## src/sdr_frontend_macros.svh

```systemverilog
`ifndef SDR_FRONTEND_MACROS_SVH
`define SDR_FRONTEND_MACROS_SVH

// Datapath widths
`define SDR_SAMPLE_BITS     8
`define SDR_PHASE_BITS      32

// APB window, upper address half
`define SDR_APB_WINDOW      16'h43C0

// Register pages in paddr[15:12]
`define SDR_PAGE_CHA        4'h0
`define SDR_PAGE_CHB        4'h1
`define SDR_PAGE_DDS        4'h2
`define SDR_PAGE_STATUS     4'h3

// IO expander link timing and slave address
`define IOEXP_TICK_DIV      4
`define IOEXP_REFRESH_TICKS 1024
`define IOEXP_ADDR          7'h20

`endif

```

## src/sdr_frontend_pkg.sv

```systemverilog
`default_nettype none

`include "sdr_frontend_macros.svh"

package sdr_frontend_pkg;

    // Signed two's complement sample, ADC in and DAC out
    typedef logic signed [`SDR_SAMPLE_BITS-1:0] sample_t;

    // Oscillator phase and per-cycle step
    typedef logic [`SDR_PHASE_BITS-1:0] phase_t;
    typedef logic [`SDR_PHASE_BITS-1:0] freq_word_t;

    // Right shift of 0 to 3
    typedef logic [1:0] att_t;

    // 0 zero, 1 ADC A, 2 ADC B, 3 DDS
    typedef logic [1:0] src_sel_t;

    // APB bus
    typedef logic [31:0] apb_addr_t;
    typedef logic [31:0] apb_data_t;

    // Front-panel expander word
    typedef logic [15:0] ioexp_word_t;

    // Frame sequencer states
    typedef enum logic [1:0] {IDLE, START, SHIFT, STOP} ioexp_state_t;

endpackage

`default_nettype wire

```

## src/sdr_regs.sv

```systemverilog
`default_nettype none

`include "sdr_frontend_macros.svh"

module sdr_regs (
    input  logic                         clk,
    input  logic                         reset_i,
    input  logic                         psel_i,
    input  logic                         penable_i,
    input  logic                         pwrite_i,
    input  sdr_frontend_pkg::apb_addr_t  paddr_i,
    input  sdr_frontend_pkg::apb_data_t  pwdata_i,
    input  logic                         ovr_a_i,
    input  logic                         ovr_b_i,
    output sdr_frontend_pkg::apb_data_t  prdata_o,
    output sdr_frontend_pkg::src_sel_t   cha_src_o,
    output sdr_frontend_pkg::src_sel_t   chb_src_o,
    output sdr_frontend_pkg::att_t       cha_att_o,
    output sdr_frontend_pkg::att_t       chb_att_o,
    output logic                         cha_amp_en_o,
    output logic                         chb_amp_en_o,
    output sdr_frontend_pkg::freq_word_t dds_freq_o,
    output logic [1:0]                   ovr_sticky_o
);
    import sdr_frontend_pkg::*;

    logic       win_hit;
    logic [3:0] page;
    logic       off_zero;
    logic       wr_en;
    logic [1:0] ovr_clr;

    // Control fields: [4] amp enable, [3:2] attenuation, [1:0] source
    logic [4:0] cha_ctrl_q;
    logic [4:0] chb_ctrl_q;
    freq_word_t dds_freq_q;
    logic [1:0] ovr_q;

    ////////////////////////////////////////////////////////////////////////////
    // Address decode
    ////////////////////////////////////////////////////////////////////////////

    // Only the 43C0 window answers
    assign win_hit  = (paddr_i[31:16] == `SDR_APB_WINDOW);
    assign page     = paddr_i[15:12];
    // One register per page, at offset 0
    assign off_zero = (paddr_i[3:2] == 2'd0);

    // Zero wait state, write lands on the edge closing the access phase
    assign wr_en = psel_i && penable_i && pwrite_i && win_hit && off_zero;

    // Write-one-to-clear on the status page
    assign ovr_clr = (wr_en && (page == `SDR_PAGE_STATUS)) ? pwdata_i[1:0] : 2'b00;

    always_ff @(posedge clk) begin
        if (reset_i) begin
            cha_ctrl_q <= '0;
            chb_ctrl_q <= '0;
            dds_freq_q <= '0;
            ovr_q      <= '0;
        end else begin
            if (wr_en && (page == `SDR_PAGE_CHA)) begin
                cha_ctrl_q <= pwdata_i[4:0];
            end
            if (wr_en && (page == `SDR_PAGE_CHB)) begin
                chb_ctrl_q <= pwdata_i[4:0];
            end
            if (wr_en && (page == `SDR_PAGE_DDS)) begin
                dds_freq_q <= pwdata_i;
            end
            // Set beats clear when both hit in one cycle
            ovr_q <= (ovr_q & ~ovr_clr) | {ovr_b_i, ovr_a_i};
        end
    end

    ////////////////////////////////////////////////////////////////////////////
    // Read mux
    ////////////////////////////////////////////////////////////////////////////

    always_comb begin
        prdata_o = '0;
        if (psel_i && win_hit && off_zero) begin
            case (page)
                `SDR_PAGE_CHA:    prdata_o = {27'd0, cha_ctrl_q};
                `SDR_PAGE_CHB:    prdata_o = {27'd0, chb_ctrl_q};
                `SDR_PAGE_DDS:    prdata_o = dds_freq_q;
                `SDR_PAGE_STATUS: prdata_o = {30'd0, ovr_q};
                default:          prdata_o = '0;
            endcase
        end
    end

    // Field breakout
    assign cha_src_o    = cha_ctrl_q[1:0];
    assign cha_att_o    = cha_ctrl_q[3:2];
    assign cha_amp_en_o = cha_ctrl_q[4];
    assign chb_src_o    = chb_ctrl_q[1:0];
    assign chb_att_o    = chb_ctrl_q[3:2];
    assign chb_amp_en_o = chb_ctrl_q[4];
    assign dds_freq_o   = dds_freq_q;
    assign ovr_sticky_o = ovr_q;

endmodule

`default_nettype wire

```

## src/dds_nco.sv

```systemverilog
`default_nettype none

`include "sdr_frontend_macros.svh"

module dds_nco (
    input  logic                         clk,
    input  logic                         reset_i,
    input  sdr_frontend_pkg::freq_word_t freq_i,
    output sdr_frontend_pkg::sample_t    sample_o
);
    import sdr_frontend_pkg::*;

    phase_t  phase_q;
    sample_t sample_q;
    logic [`SDR_SAMPLE_BITS-1:0] top_byte;

    // Top byte of the accumulator is an offset binary ramp
    assign top_byte = phase_q[`SDR_PHASE_BITS-1 -: `SDR_SAMPLE_BITS];

    always_ff @(posedge clk) begin
        if (reset_i) begin
            phase_q  <= '0;
            sample_q <= '0;
        end else begin
            // Wraps modulo 2^32
            phase_q  <= phase_q + freq_i;
            // Flip MSB, offset binary to two's complement
            sample_q <= {~top_byte[`SDR_SAMPLE_BITS-1], top_byte[`SDR_SAMPLE_BITS-2:0]};
        end
    end

    assign sample_o = sample_q;

endmodule

`default_nettype wire

```

## src/dac_channel.sv

```systemverilog
`default_nettype none

module dac_channel (
    input  logic                       clk,
    input  logic                       reset_i,
    input  sdr_frontend_pkg::src_sel_t src_i,
    input  sdr_frontend_pkg::att_t     att_i,
    input  sdr_frontend_pkg::sample_t  adc_a_i,
    input  sdr_frontend_pkg::sample_t  adc_b_i,
    input  sdr_frontend_pkg::sample_t  dds_i,
    output sdr_frontend_pkg::sample_t  dac_o
);
    import sdr_frontend_pkg::*;

    sample_t sel_s;
    sample_t att_s;
    sample_t dac_q;

    // Source mux
    always_comb begin
        case (src_i)
            2'd1:    sel_s = adc_a_i;
            2'd2:    sel_s = adc_b_i;
            2'd3:    sel_s = dds_i;
            // Code 0 mutes the channel
            default: sel_s = '0;
        endcase
    end

    // Sign-preserving attenuation, 6 dB per step
    assign att_s = sel_s >>> att_i;

    // Single output stage
    always_ff @(posedge clk) begin
        if (reset_i) begin
            dac_q <= '0;
        end else begin
            dac_q <= att_s;
        end
    end

    assign dac_o = dac_q;

endmodule

`default_nettype wire

```

## src/ioexp_timer.sv

```systemverilog
`default_nettype none

`include "sdr_frontend_macros.svh"

module ioexp_timer (
    input  logic clk,
    input  logic reset_i,
    output logic tick_o,
    output logic refresh_o
);

    localparam int DIV_W = $clog2(`IOEXP_TICK_DIV);
    localparam int REF_W = $clog2(`IOEXP_REFRESH_TICKS);

    logic [DIV_W-1:0] div_cnt_q;
    logic [REF_W-1:0] ref_cnt_q;

    // Quarter-bit strobe on the last divider count
    assign tick_o = (div_cnt_q == DIV_W'(`IOEXP_TICK_DIV - 1));

    // Refresh coincides with the closing tick of the period
    assign refresh_o = tick_o && (ref_cnt_q == REF_W'(`IOEXP_REFRESH_TICKS - 1));

    ////////////////////////////////////////////////////////////////////////////
    // Counters
    ////////////////////////////////////////////////////////////////////////////

    always_ff @(posedge clk) begin
        if (reset_i) begin
            div_cnt_q <= '0;
            ref_cnt_q <= '0;
        end else begin
            // Clock divider
            if (tick_o) begin
                div_cnt_q <= '0;
            end else begin
                div_cnt_q <= div_cnt_q + 1'b1;
            end
            // Tick counter, explicit wrap
            if (refresh_o) begin
                ref_cnt_q <= '0;
            end else if (tick_o) begin
                ref_cnt_q <= ref_cnt_q + 1'b1;
            end
        end
    end

endmodule

`default_nettype wire

```

## src/ioexp_fsm.sv

```systemverilog
`default_nettype none

`include "sdr_frontend_macros.svh"

module ioexp_fsm (
    input  logic                          clk,
    input  logic                          reset_i,
    input  logic                          tick_i,
    input  logic                          refresh_i,
    input  sdr_frontend_pkg::ioexp_word_t word_i,
    output logic                          scl_o,
    output logic                          sda_o
);
    import sdr_frontend_pkg::*;

    // Address+W, ack, low byte, ack, high byte, ack
    localparam int FRAME_BITS = 27;

    ioexp_state_t            state_q;
    logic [1:0]              qtr_q;
    logic [4:0]              bit_cnt_q;
    logic [FRAME_BITS-1:0]   frame_q;
    ioexp_word_t             last_q;
    logic                    scl_q;
    logic                    sda_q;
    logic                    start_req;

    // New frame on periodic refresh or on a word change
    assign start_req = refresh_i || (word_i != last_q);

    ////////////////////////////////////////////////////////////////////////////
    // Frame sequencer
    ////////////////////////////////////////////////////////////////////////////

    always_ff @(posedge clk) begin
        if (reset_i) begin
            state_q   <= IDLE;
            qtr_q     <= '0;
            bit_cnt_q <= '0;
            last_q    <= '0;
            scl_q     <= 1'b1;
            sda_q     <= 1'b1;
        end else begin
            case (state_q)
                IDLE: begin
                    if (start_req) begin
                        state_q <= START;
                        qtr_q   <= '0;
                        last_q  <= word_i;
                    end
                end
                START: begin
                    if (tick_i) begin
                        qtr_q <= qtr_q + 1'b1;
                        case (qtr_q)
                            // Start condition, sda falls under high scl
                            2'd0: sda_q <= 1'b0;
                            2'd2: scl_q <= 1'b0;
                            2'd3: begin
                                state_q   <= SHIFT;
                                bit_cnt_q <= '0;
                            end
                            default: ;
                        endcase
                    end
                end
                SHIFT: begin
                    if (tick_i) begin
                        qtr_q <= qtr_q + 1'b1;
                        case (qtr_q)
                            // Data moves mid low phase
                            2'd0: sda_q <= frame_q[FRAME_BITS-1];
                            2'd1: scl_q <= 1'b1;
                            2'd3: begin
                                scl_q <= 1'b0;
                                if (bit_cnt_q == 5'(FRAME_BITS - 1)) begin
                                    state_q <= STOP;
                                end else begin
                                    bit_cnt_q <= bit_cnt_q + 1'b1;
                                end
                            end
                            default: ;
                        endcase
                    end
                end
                STOP: begin
                    if (tick_i) begin
                        qtr_q <= qtr_q + 1'b1;
                        case (qtr_q)
                            2'd0: sda_q <= 1'b0;
                            2'd1: scl_q <= 1'b1;
                            // Stop condition, sda rises under high scl
                            2'd2: sda_q <= 1'b1;
                            2'd3: state_q <= IDLE;
                            default: ;
                        endcase
                    end
                end
                default: state_q <= IDLE;
            endcase
        end
    end

    // Frame shifter, MSB first
    always_ff @(posedge clk) begin
        if ((state_q == IDLE) && start_req) begin
            frame_q <= {`IOEXP_ADDR, 1'b0, 1'b1, word_i[7:0], 1'b1, word_i[15:8], 1'b1};
        end else if ((state_q == SHIFT) && tick_i && (qtr_q == 2'd0)) begin
            frame_q <= {frame_q[FRAME_BITS-2:0], 1'b1};
        end
    end

    assign scl_o = scl_q;
    assign sda_o = sda_q;

endmodule

`default_nettype wire

```

## src/sdr_frontend_top.sv

```systemverilog
`default_nettype none

module sdr_frontend_top (
    input  logic                        clk,
    input  logic                        reset_i,
    input  logic                        psel_i,
    input  logic                        penable_i,
    input  logic                        pwrite_i,
    input  sdr_frontend_pkg::apb_addr_t paddr_i,
    input  sdr_frontend_pkg::apb_data_t pwdata_i,
    output sdr_frontend_pkg::apb_data_t prdata_o,
    input  sdr_frontend_pkg::sample_t   adc_a_data_i,
    input  sdr_frontend_pkg::sample_t   adc_b_data_i,
    input  logic                        adc_a_dor_i,
    input  logic                        adc_b_dor_i,
    output sdr_frontend_pkg::sample_t   dac_a_data_o,
    output sdr_frontend_pkg::sample_t   dac_b_data_o,
    output logic                        ioexp_scl_o,
    output logic                        ioexp_sda_o
);
    import sdr_frontend_pkg::*;

    src_sel_t    cha_src;
    src_sel_t    chb_src;
    att_t        cha_att;
    att_t        chb_att;
    logic        cha_amp_en;
    logic        chb_amp_en;
    freq_word_t  dds_freq;
    logic [1:0]  ovr_sticky;
    sample_t     dds_sample;
    logic        tick;
    logic        refresh;
    ioexp_word_t panel_word;

    ////////////////////////////////////////////////////////////////////////////
    // Registers and oscillator
    ////////////////////////////////////////////////////////////////////////////

    sdr_regs u_regs (
        .clk          (clk),
        .reset_i      (reset_i),
        .psel_i       (psel_i),
        .penable_i    (penable_i),
        .pwrite_i     (pwrite_i),
        .paddr_i      (paddr_i),
        .pwdata_i     (pwdata_i),
        .ovr_a_i      (adc_a_dor_i),
        .ovr_b_i      (adc_b_dor_i),
        .prdata_o     (prdata_o),
        .cha_src_o    (cha_src),
        .chb_src_o    (chb_src),
        .cha_att_o    (cha_att),
        .chb_att_o    (chb_att),
        .cha_amp_en_o (cha_amp_en),
        .chb_amp_en_o (chb_amp_en),
        .dds_freq_o   (dds_freq),
        .ovr_sticky_o (ovr_sticky)
    );

    dds_nco u_dds (
        .clk      (clk),
        .reset_i  (reset_i),
        .freq_i   (dds_freq),
        .sample_o (dds_sample)
    );

    // Output channels, both fed the same sources
    dac_channel u_dac_a (
        .clk     (clk),
        .reset_i (reset_i),
        .src_i   (cha_src),
        .att_i   (cha_att),
        .adc_a_i (adc_a_data_i),
        .adc_b_i (adc_b_data_i),
        .dds_i   (dds_sample),
        .dac_o   (dac_a_data_o)
    );

    dac_channel u_dac_b (
        .clk     (clk),
        .reset_i (reset_i),
        .src_i   (chb_src),
        .att_i   (chb_att),
        .adc_a_i (adc_a_data_i),
        .adc_b_i (adc_b_data_i),
        .dds_i   (dds_sample),
        .dac_o   (dac_b_data_o)
    );

    ////////////////////////////////////////////////////////////////////////////
    // Front-panel expander
    ////////////////////////////////////////////////////////////////////////////

    // Port 0 is channel A, port 1 is channel B; LED follows sticky overrange
    assign panel_word = {4'b0000, ovr_sticky[1], chb_amp_en, chb_att,
                         4'b0000, ovr_sticky[0], cha_amp_en, cha_att};

    ioexp_timer u_timer (
        .clk       (clk),
        .reset_i   (reset_i),
        .tick_o    (tick),
        .refresh_o (refresh)
    );

    ioexp_fsm u_fsm (
        .clk       (clk),
        .reset_i   (reset_i),
        .tick_i    (tick),
        .refresh_i (refresh),
        .word_i    (panel_word),
        .scl_o     (ioexp_scl_o),
        .sda_o     (ioexp_sda_o)
    );

endmodule

`default_nettype wire

```

## config.mk

```make
export PLATFORM = sky130hd
export DESIGN_NAME = sdr_frontend_top
export DESIGN_NICKNAME = d
export VERILOG_FILES = /design/src/sdr_frontend_pkg.sv /design/src/sdr_regs.sv /design/src/dds_nco.sv /design/src/dac_channel.sv /design/src/ioexp_timer.sv /design/src/ioexp_fsm.sv /design/src/sdr_frontend_top.sv
export VERILOG_INCLUDE_DIRS = /design/src
export SDC_FILE = /design/constraint.sdc
export NUM_CORES = 1
export LEC_CHECK = 0
export BUFFER_PORTS_ARGS = -buffer_cell sky130_fd_sc_hd__buf_2
export CAP_MARGIN = 20
export CELL_PAD_IN_SITES_DETAIL_PLACEMENT = 2
export CELL_PAD_IN_SITES_GLOBAL_PLACEMENT = 2
export CORE_MARGIN = 2
export CORE_UTILIZATION = 34
export CTS_BUF_LIST = sky130_fd_sc_hd__clkbuf_16
export DETAILED_ROUTE_END_ITERATION = 7
export PLACE_DENSITY = 0.8
export SYNTH_ARGS = -nofsm -noshare
export SYNTH_HDL_FRONTEND = slang
export SYNTH_SLANG_ARGS = --single-unit
export TNS_END_PERCENT = 5
```

## constraint.sdc

```tcl
create_clock -name clk -period 5 [get_ports clk]
set_input_delay 1.5 -clock clk [delete_from_list [all_inputs] [get_ports clk]]
set_output_delay 1.5 -clock clk [all_outputs]
set_load 0.1 [all_outputs]
```

=== Word level (Yosys, flattened, before mapping) ===
Index checks and enable logic that the tools add are counted.

* Output and inout bits: 50
* Word-level logic and storage cells: 135
* Input port bits: 87
* Register bits after elaboration: 157

* Mux-type cells: 39
* Reductions and logical operators: 31
* $add $sub $neg: 5
* Equal/unequal tests: 36
* Shift operators: 2
* Bitwise gates (word level): 4

{| class="wikitable"
|+ Operator list
! cell !! number
|-
| case mux 32 bit (4 select lines) || 1
|-
| case mux 8 bit (3 select lines) || 2
|-
| adder 32 bit || 1
|-
| two-way mux 32 bit || 1
|-
| two-way mux 14 bit || 2
|-
| two-way mux 5 bit || 5
|-
| two-way mux 2 bit || 11
|-
| equality test 2 bit, second input constant || 9
|-
| != test 2 x 1 -> 1 bit, second input constant || 9
|-
| equality test 16 x 15 -> 1 bit, second input constant || 1
|-
| >>> shifter 8 x 2 -> 8 bit || 2
|-
| logical AND 1 bit || 14
|-
| AND reduction 7 bit || 2
|-
| adder 10 x 1 -> 10 bit, second input constant || 1
|-
| equality test 10 bit, second input constant || 1
|-
| two-way mux 1 bit || 10
|-
| != test 2 bit, second input constant || 5
|-
| case mux 5 bit (2 select lines) || 1
|-
| equality test 2 x 1 -> 1 bit, second input constant || 4
|-
| equality test 4 x 2 -> 1 bit, second input constant || 2
|-
| != test 8 bit || 1
|-
| case mux 2 bit (4 select lines) || 1
|-
| AND reduction 8 bit || 1
|-
| logical NOT 2 bit || 3
|-
| 21 further kinds || 27
|}

=== Depth between registers and ports, before layout ===
* Depth in word-level cells: 9
* Mapped depth: 10
* Depth with buffers taken out: 10

=== Hierarchy ===
Synthesis repeated with hierarchy kept, for this count alone.

* Cells, all modules: 1,084
* Area, all modules: 9,480.3 µm²

{| class="wikitable"
|+ By module, submodules not included
! module !! seq. area each (µm²) !! times used !! cells each !! area an instance (µm²)
|-
| dds_nco || 800.8 || 1 || 330 || 2,780.2
|-
| ioexp_fsm || 1,221.2 || 1 || 290 || 2,711.4
|-
| sdr_regs || 880.8 || 1 || 277 || 2,318.5
|-
| dac_channel || 160.2 || 2 || 62 || 554.3
|-
| ioexp_timer || 240.2 || 1 || 62 || 558.0
|-
| sdr_frontend_top || 0.0 || 1 || 1 || 3.8
|}

=== Worst setup path before layout ===
OpenSTA, ideal clock, no wires.

* Path type: input to output
* Start point: input paddr_i[17]
* End point: output prdata_o[0]
* Stages: 5
* Setup slack: -0.240 ns
* Data required time: 3.500 ns
* Arrival time: 3.740 ns
* Path buffers: 1
* Path through: nor4_1 > nand3_1 > or3_1 > clkbuf_1 > nor2b_1

* Cells in the longest elaborated chain, start to end: 4

{| class="wikitable"
|+ RTL lines
! item !! RTL line !! text
|-
| start: declaration || sdr_frontend_top.sv:9 || <nowiki>input sdr_frontend_pkg::apb_addr_t paddr_i,</nowiki>
|-
| equality test 16 x 15 -> 1 bit (no line) || n/a ||
|-
| logical AND 1 bit (2 in series) || sdr_regs.sv:82 || <nowiki>if (psel_i && win_hit && off_zero) begin</nowiki>
|-
| two-way mux 32 bit || sdr_regs.sv:82 ||
|-
| end: declaration || sdr_frontend_top.sv:11 || <nowiki>output sdr_frontend_pkg::apb_data_t prdata_o,</nowiki>
|}

No other way between the ends.

=== Final worst setup path ===
* Start point: input paddr_i[27]
* End point: output prdata_o[23]

Same word-level chain as after synthesis.

==> impl_metrics.py <==
metrics = {
    "clocking": {
        "htree_levels": 4,
        "cts_buffers": 17,
        "cts_buffer_depth": 2,
        "root_buffer": "clkbuf_16",
        "holdBufCountCts": 0,
        "ctsResizeCount": 0,
        "post-cts-setup-buffer-count": 0,
        "cts_tree": "done",
        "clkTransAtPathRegs_ns": 0.06,
        "clk_latency_ns": 0.43,
        "clock_sinks": 157,
    },
    "setup_path": {
        "critPathMaxFanout": 27,
        "r2r_slack_ns": 1.69,
        "worstPathArrival_ns": 3.34,
        "critPathLaunchType": "primary input",
        "required_ns": 3.50,
        "worstSetupEndpointType": "primary output",
        "path_class": "in -> out",
    },
    "sta": {
        "hold_viol": 0,
        "clock.fmax_mhz": 206.7,
        "finalCriticalPeriod_ns": 4.837,
        "skew_ns": 0.01284,
        "hold_slack_ns": 0.4392,
        "worst_pin_slew_ns": 0.8759,
        "relSlewSlack_pct": 41.11,
        "finalCritPeriodShare_pct": 96.74,
        "rsz0062_at_grt": "false",
        "setup_viol": 0,
        "fin_setup_tns_ns": 0,
        "drv_slew": 0,
    },
    "yosys": {
        "syn_area_per_cell_um2": 8.400,
        "yosys-top-cells-count": "dfxtp_1 (149), nand2_1 (143), nor2_1 (113)",
        "synth_edf_count": 8,
        "synth_top_family_by_area": "simple AND/OR/NAND/NOR gates",
        "synth_cell_types": 66,
        "yosys.area_share.adder_pct": 6.717,
        "synthMuxAreaShare_pct": 7.078,
        "syn_nets": 1120,
        "synth_xor_area_share_pct": 4.006,
        "synth_warnings": 0,
        "netlist_area_um2": 8308,
        "synth.largest_area_cell": "dfxtp_1",
        "synth-seq-cells": 157,
        "synth-async-reset-ratio_pct": 0,
        "synth_compound_area_share_pct": 16.52,
        "yosysMostFrequentCell": "dfxtp_1",
        "synthSimpleGateAreaFrac_pct": 23.34,
        "synthCells": 989,
        "synth_top_area_share_pct": 35.90,
        "ys_seq_area_share_pct": 38.80,
        "synthTopCellsByArea": "dfxtp_1 (36%), ha_1 (6.5%), nand2_1 (6.5%)",
        "synth_ff_type": "dfxtp_1",
    },
    "floorplan": {
        "core.rowCount": 57,
        "dieHeight_um": 160.3,
        "design.core.area_um2": 24180,
        "die_area_um2": 25700,
        "io_pins": 137,
        "start_util_pct": 34.36,
        "die_w_um": 160.3,
    },
    "placement": {
        "post-dp-hpwl_um": 18990,
        "port_buffers": 126,
        "place.gp.congestion": 0.7818,
        "dpl_cell_area_um2": 9686,
    },
    "pwr": {
        "p_leak_nw": 4.193,
        "powerDensity_nw_per_um2": 296.0,
        "power_w": 0.003046,
        "max-vdd-ir-drop_uv": 162.0,
    },
    "drt": {
        "drt-initial-drc-count": 316,
        "num_vias": 7466,
        "drc": 0,
        "wl_per_cell_um": 18.29,
        "via_per_inst": 5.228,
        "routed_wirelength_um": 26120,
        "ant_nets": 0,
        "firstDrtPassIters": 4,
    },
    "finish": {
        "stdcell_area_um2": 10290,
        "layout-drive-gt1-share_pct": 17.97,
        "final_core_util_pct": 42.57,
        "num-fill-cells": 2673,
        "area_growth_pct": 23.87,
        "nets": 1220,
    },
    "run_status": {
        "status": "complete, no violations",
    },
    "global_routing": {
        "antenna_found_initial": 3,
        "grt_overflow_total": 0,
        "grt_pass1_wl_um": 42770,
        "grt_max_degree": 67,
        "grt_pass1_vias": 8155,
        "grt_usage_pct": 20.63,
    },
    "min_path": {
        "worstHoldPathType": "reg -> reg",
    },
    "job": {
        "drv_cap": 0,
    },
}
[registers in the layout, indices dropped and copies added (netlist names)]
signal,cells
u_dac_a.dac_o,8
u_dac_b.dac_o,8
u_dds.phase_q,32
u_dds.sample_o,8
u_fsm.bit_cnt_q,5
u_fsm.frame_q,26
u_fsm.last_q,8
u_fsm.qtr_q,2
u_fsm.scl_o,1
u_fsm.sda_o,1
u_fsm.state_q,2
u_regs.cha_ctrl_q,5
u_regs.chb_ctrl_q,5
u_regs.dds_freq_o,32
u_regs.ovr_sticky_o,2
u_timer.div_cnt_q,2
u_timer.ref_cnt_q,10
[final timing paths]
path	start	endpoint	cells after the start
setup / recovery	paddr_i[27]	prdata_o[23]	8
hold / removal	u_timer.div_cnt_q[0]	u_timer.div_cnt_q[0]	1
setup reg to reg	u_regs.dds_freq_o[0]	u_dds.phase_q[28]	9
hold reg to reg	u_timer.div_cnt_q[0]	u_timer.div_cnt_q[0]	1
[through the flow]
stage / cells / setup WS (ns)
2_1_floorplan: 989 / -0.2405
3_3_place_gp: 1394 / 0.2219
3_5_place_dp: 1394 / 0.1420
4_1_cts: 1426 / 0.1400
5_1_grt: 1427 / 0.05860
6_report: 1428 / 0.1629
[cell type report]
cell class	instances	area (um2)	share of cell area (%)
clock inverters	14	150.1	1.459
flip-flops and latches	157	3223	31.32
well taps	324	405.4	3.939
repair buffers	136	1214	11.79
clock buffers	18	450.4	4.377
multi-input cells	763	4791	46.55
inverters	14	52.55	0.5106
diodes	2	5.005	0.04863
[where the power goes]
| part | internal [W] | switching, W |
|---|---|---|
| clock | 0.000735 | 0.000598 |
| sequential | 0.00132 | 0.0000295 |
| combinational | 0.000124 | 0.000236 |
[layout by cell type, fill, tap and decap left out, types with 17 or more instances in the layout]
cell type | netlist | routed
a21o_1 | 20 | 20
a21oi_1 | 106 | 106
a22o_1 | 17 | 17
and2_1 | 31 | 31
buf_12 | 0 | 34
buf_2 | 6 | 93
clkbuf_16 | 0 | 18
dfxtp_1 | 149 | 149
ha_1 | 43 | 43
mux2_2 | 17 | 17
mux2i_1 | 34 | 34
nand2_1 | 143 | 143
nor2_1 | 113 | 113
nor2b_1 | 28 | 28
o21ai_0 | 22 | 22
xor2_1 | 23 | 23
[cells by family after synthesis]
| group | count (synthesis) |
|---|---|
| buffers and inverters | 69 |
| flip-flops | 157 |
| adder cells (fa/ha/maj) | 44 |
| multiplexers | 54 |
| AND/OR/NAND/NOR | 406 |
| AO/OA/AOI/OAI | 221 |
| XOR/XNOR | 38 |
[critical path, cell delays in order]
cell     delay [ns]
buf_2          0.10
nor4b_2        0.27
nand4_1        0.25
or3_1          0.46
nor2_2         0.18
buf_12         0.18
and2_1         0.20
buf_12         0.19
[per-layer routing]
metal | global-route usage [%] | part of all wire, %
met1 | 23.84 | 42
met2 | 39.32 | 54
met3 | 3.874 | 2.7
met4 | 4.545 | 1.1
met5 | 0 | 0.050
No activity file was read; power rests on OpenSTA's default activity.
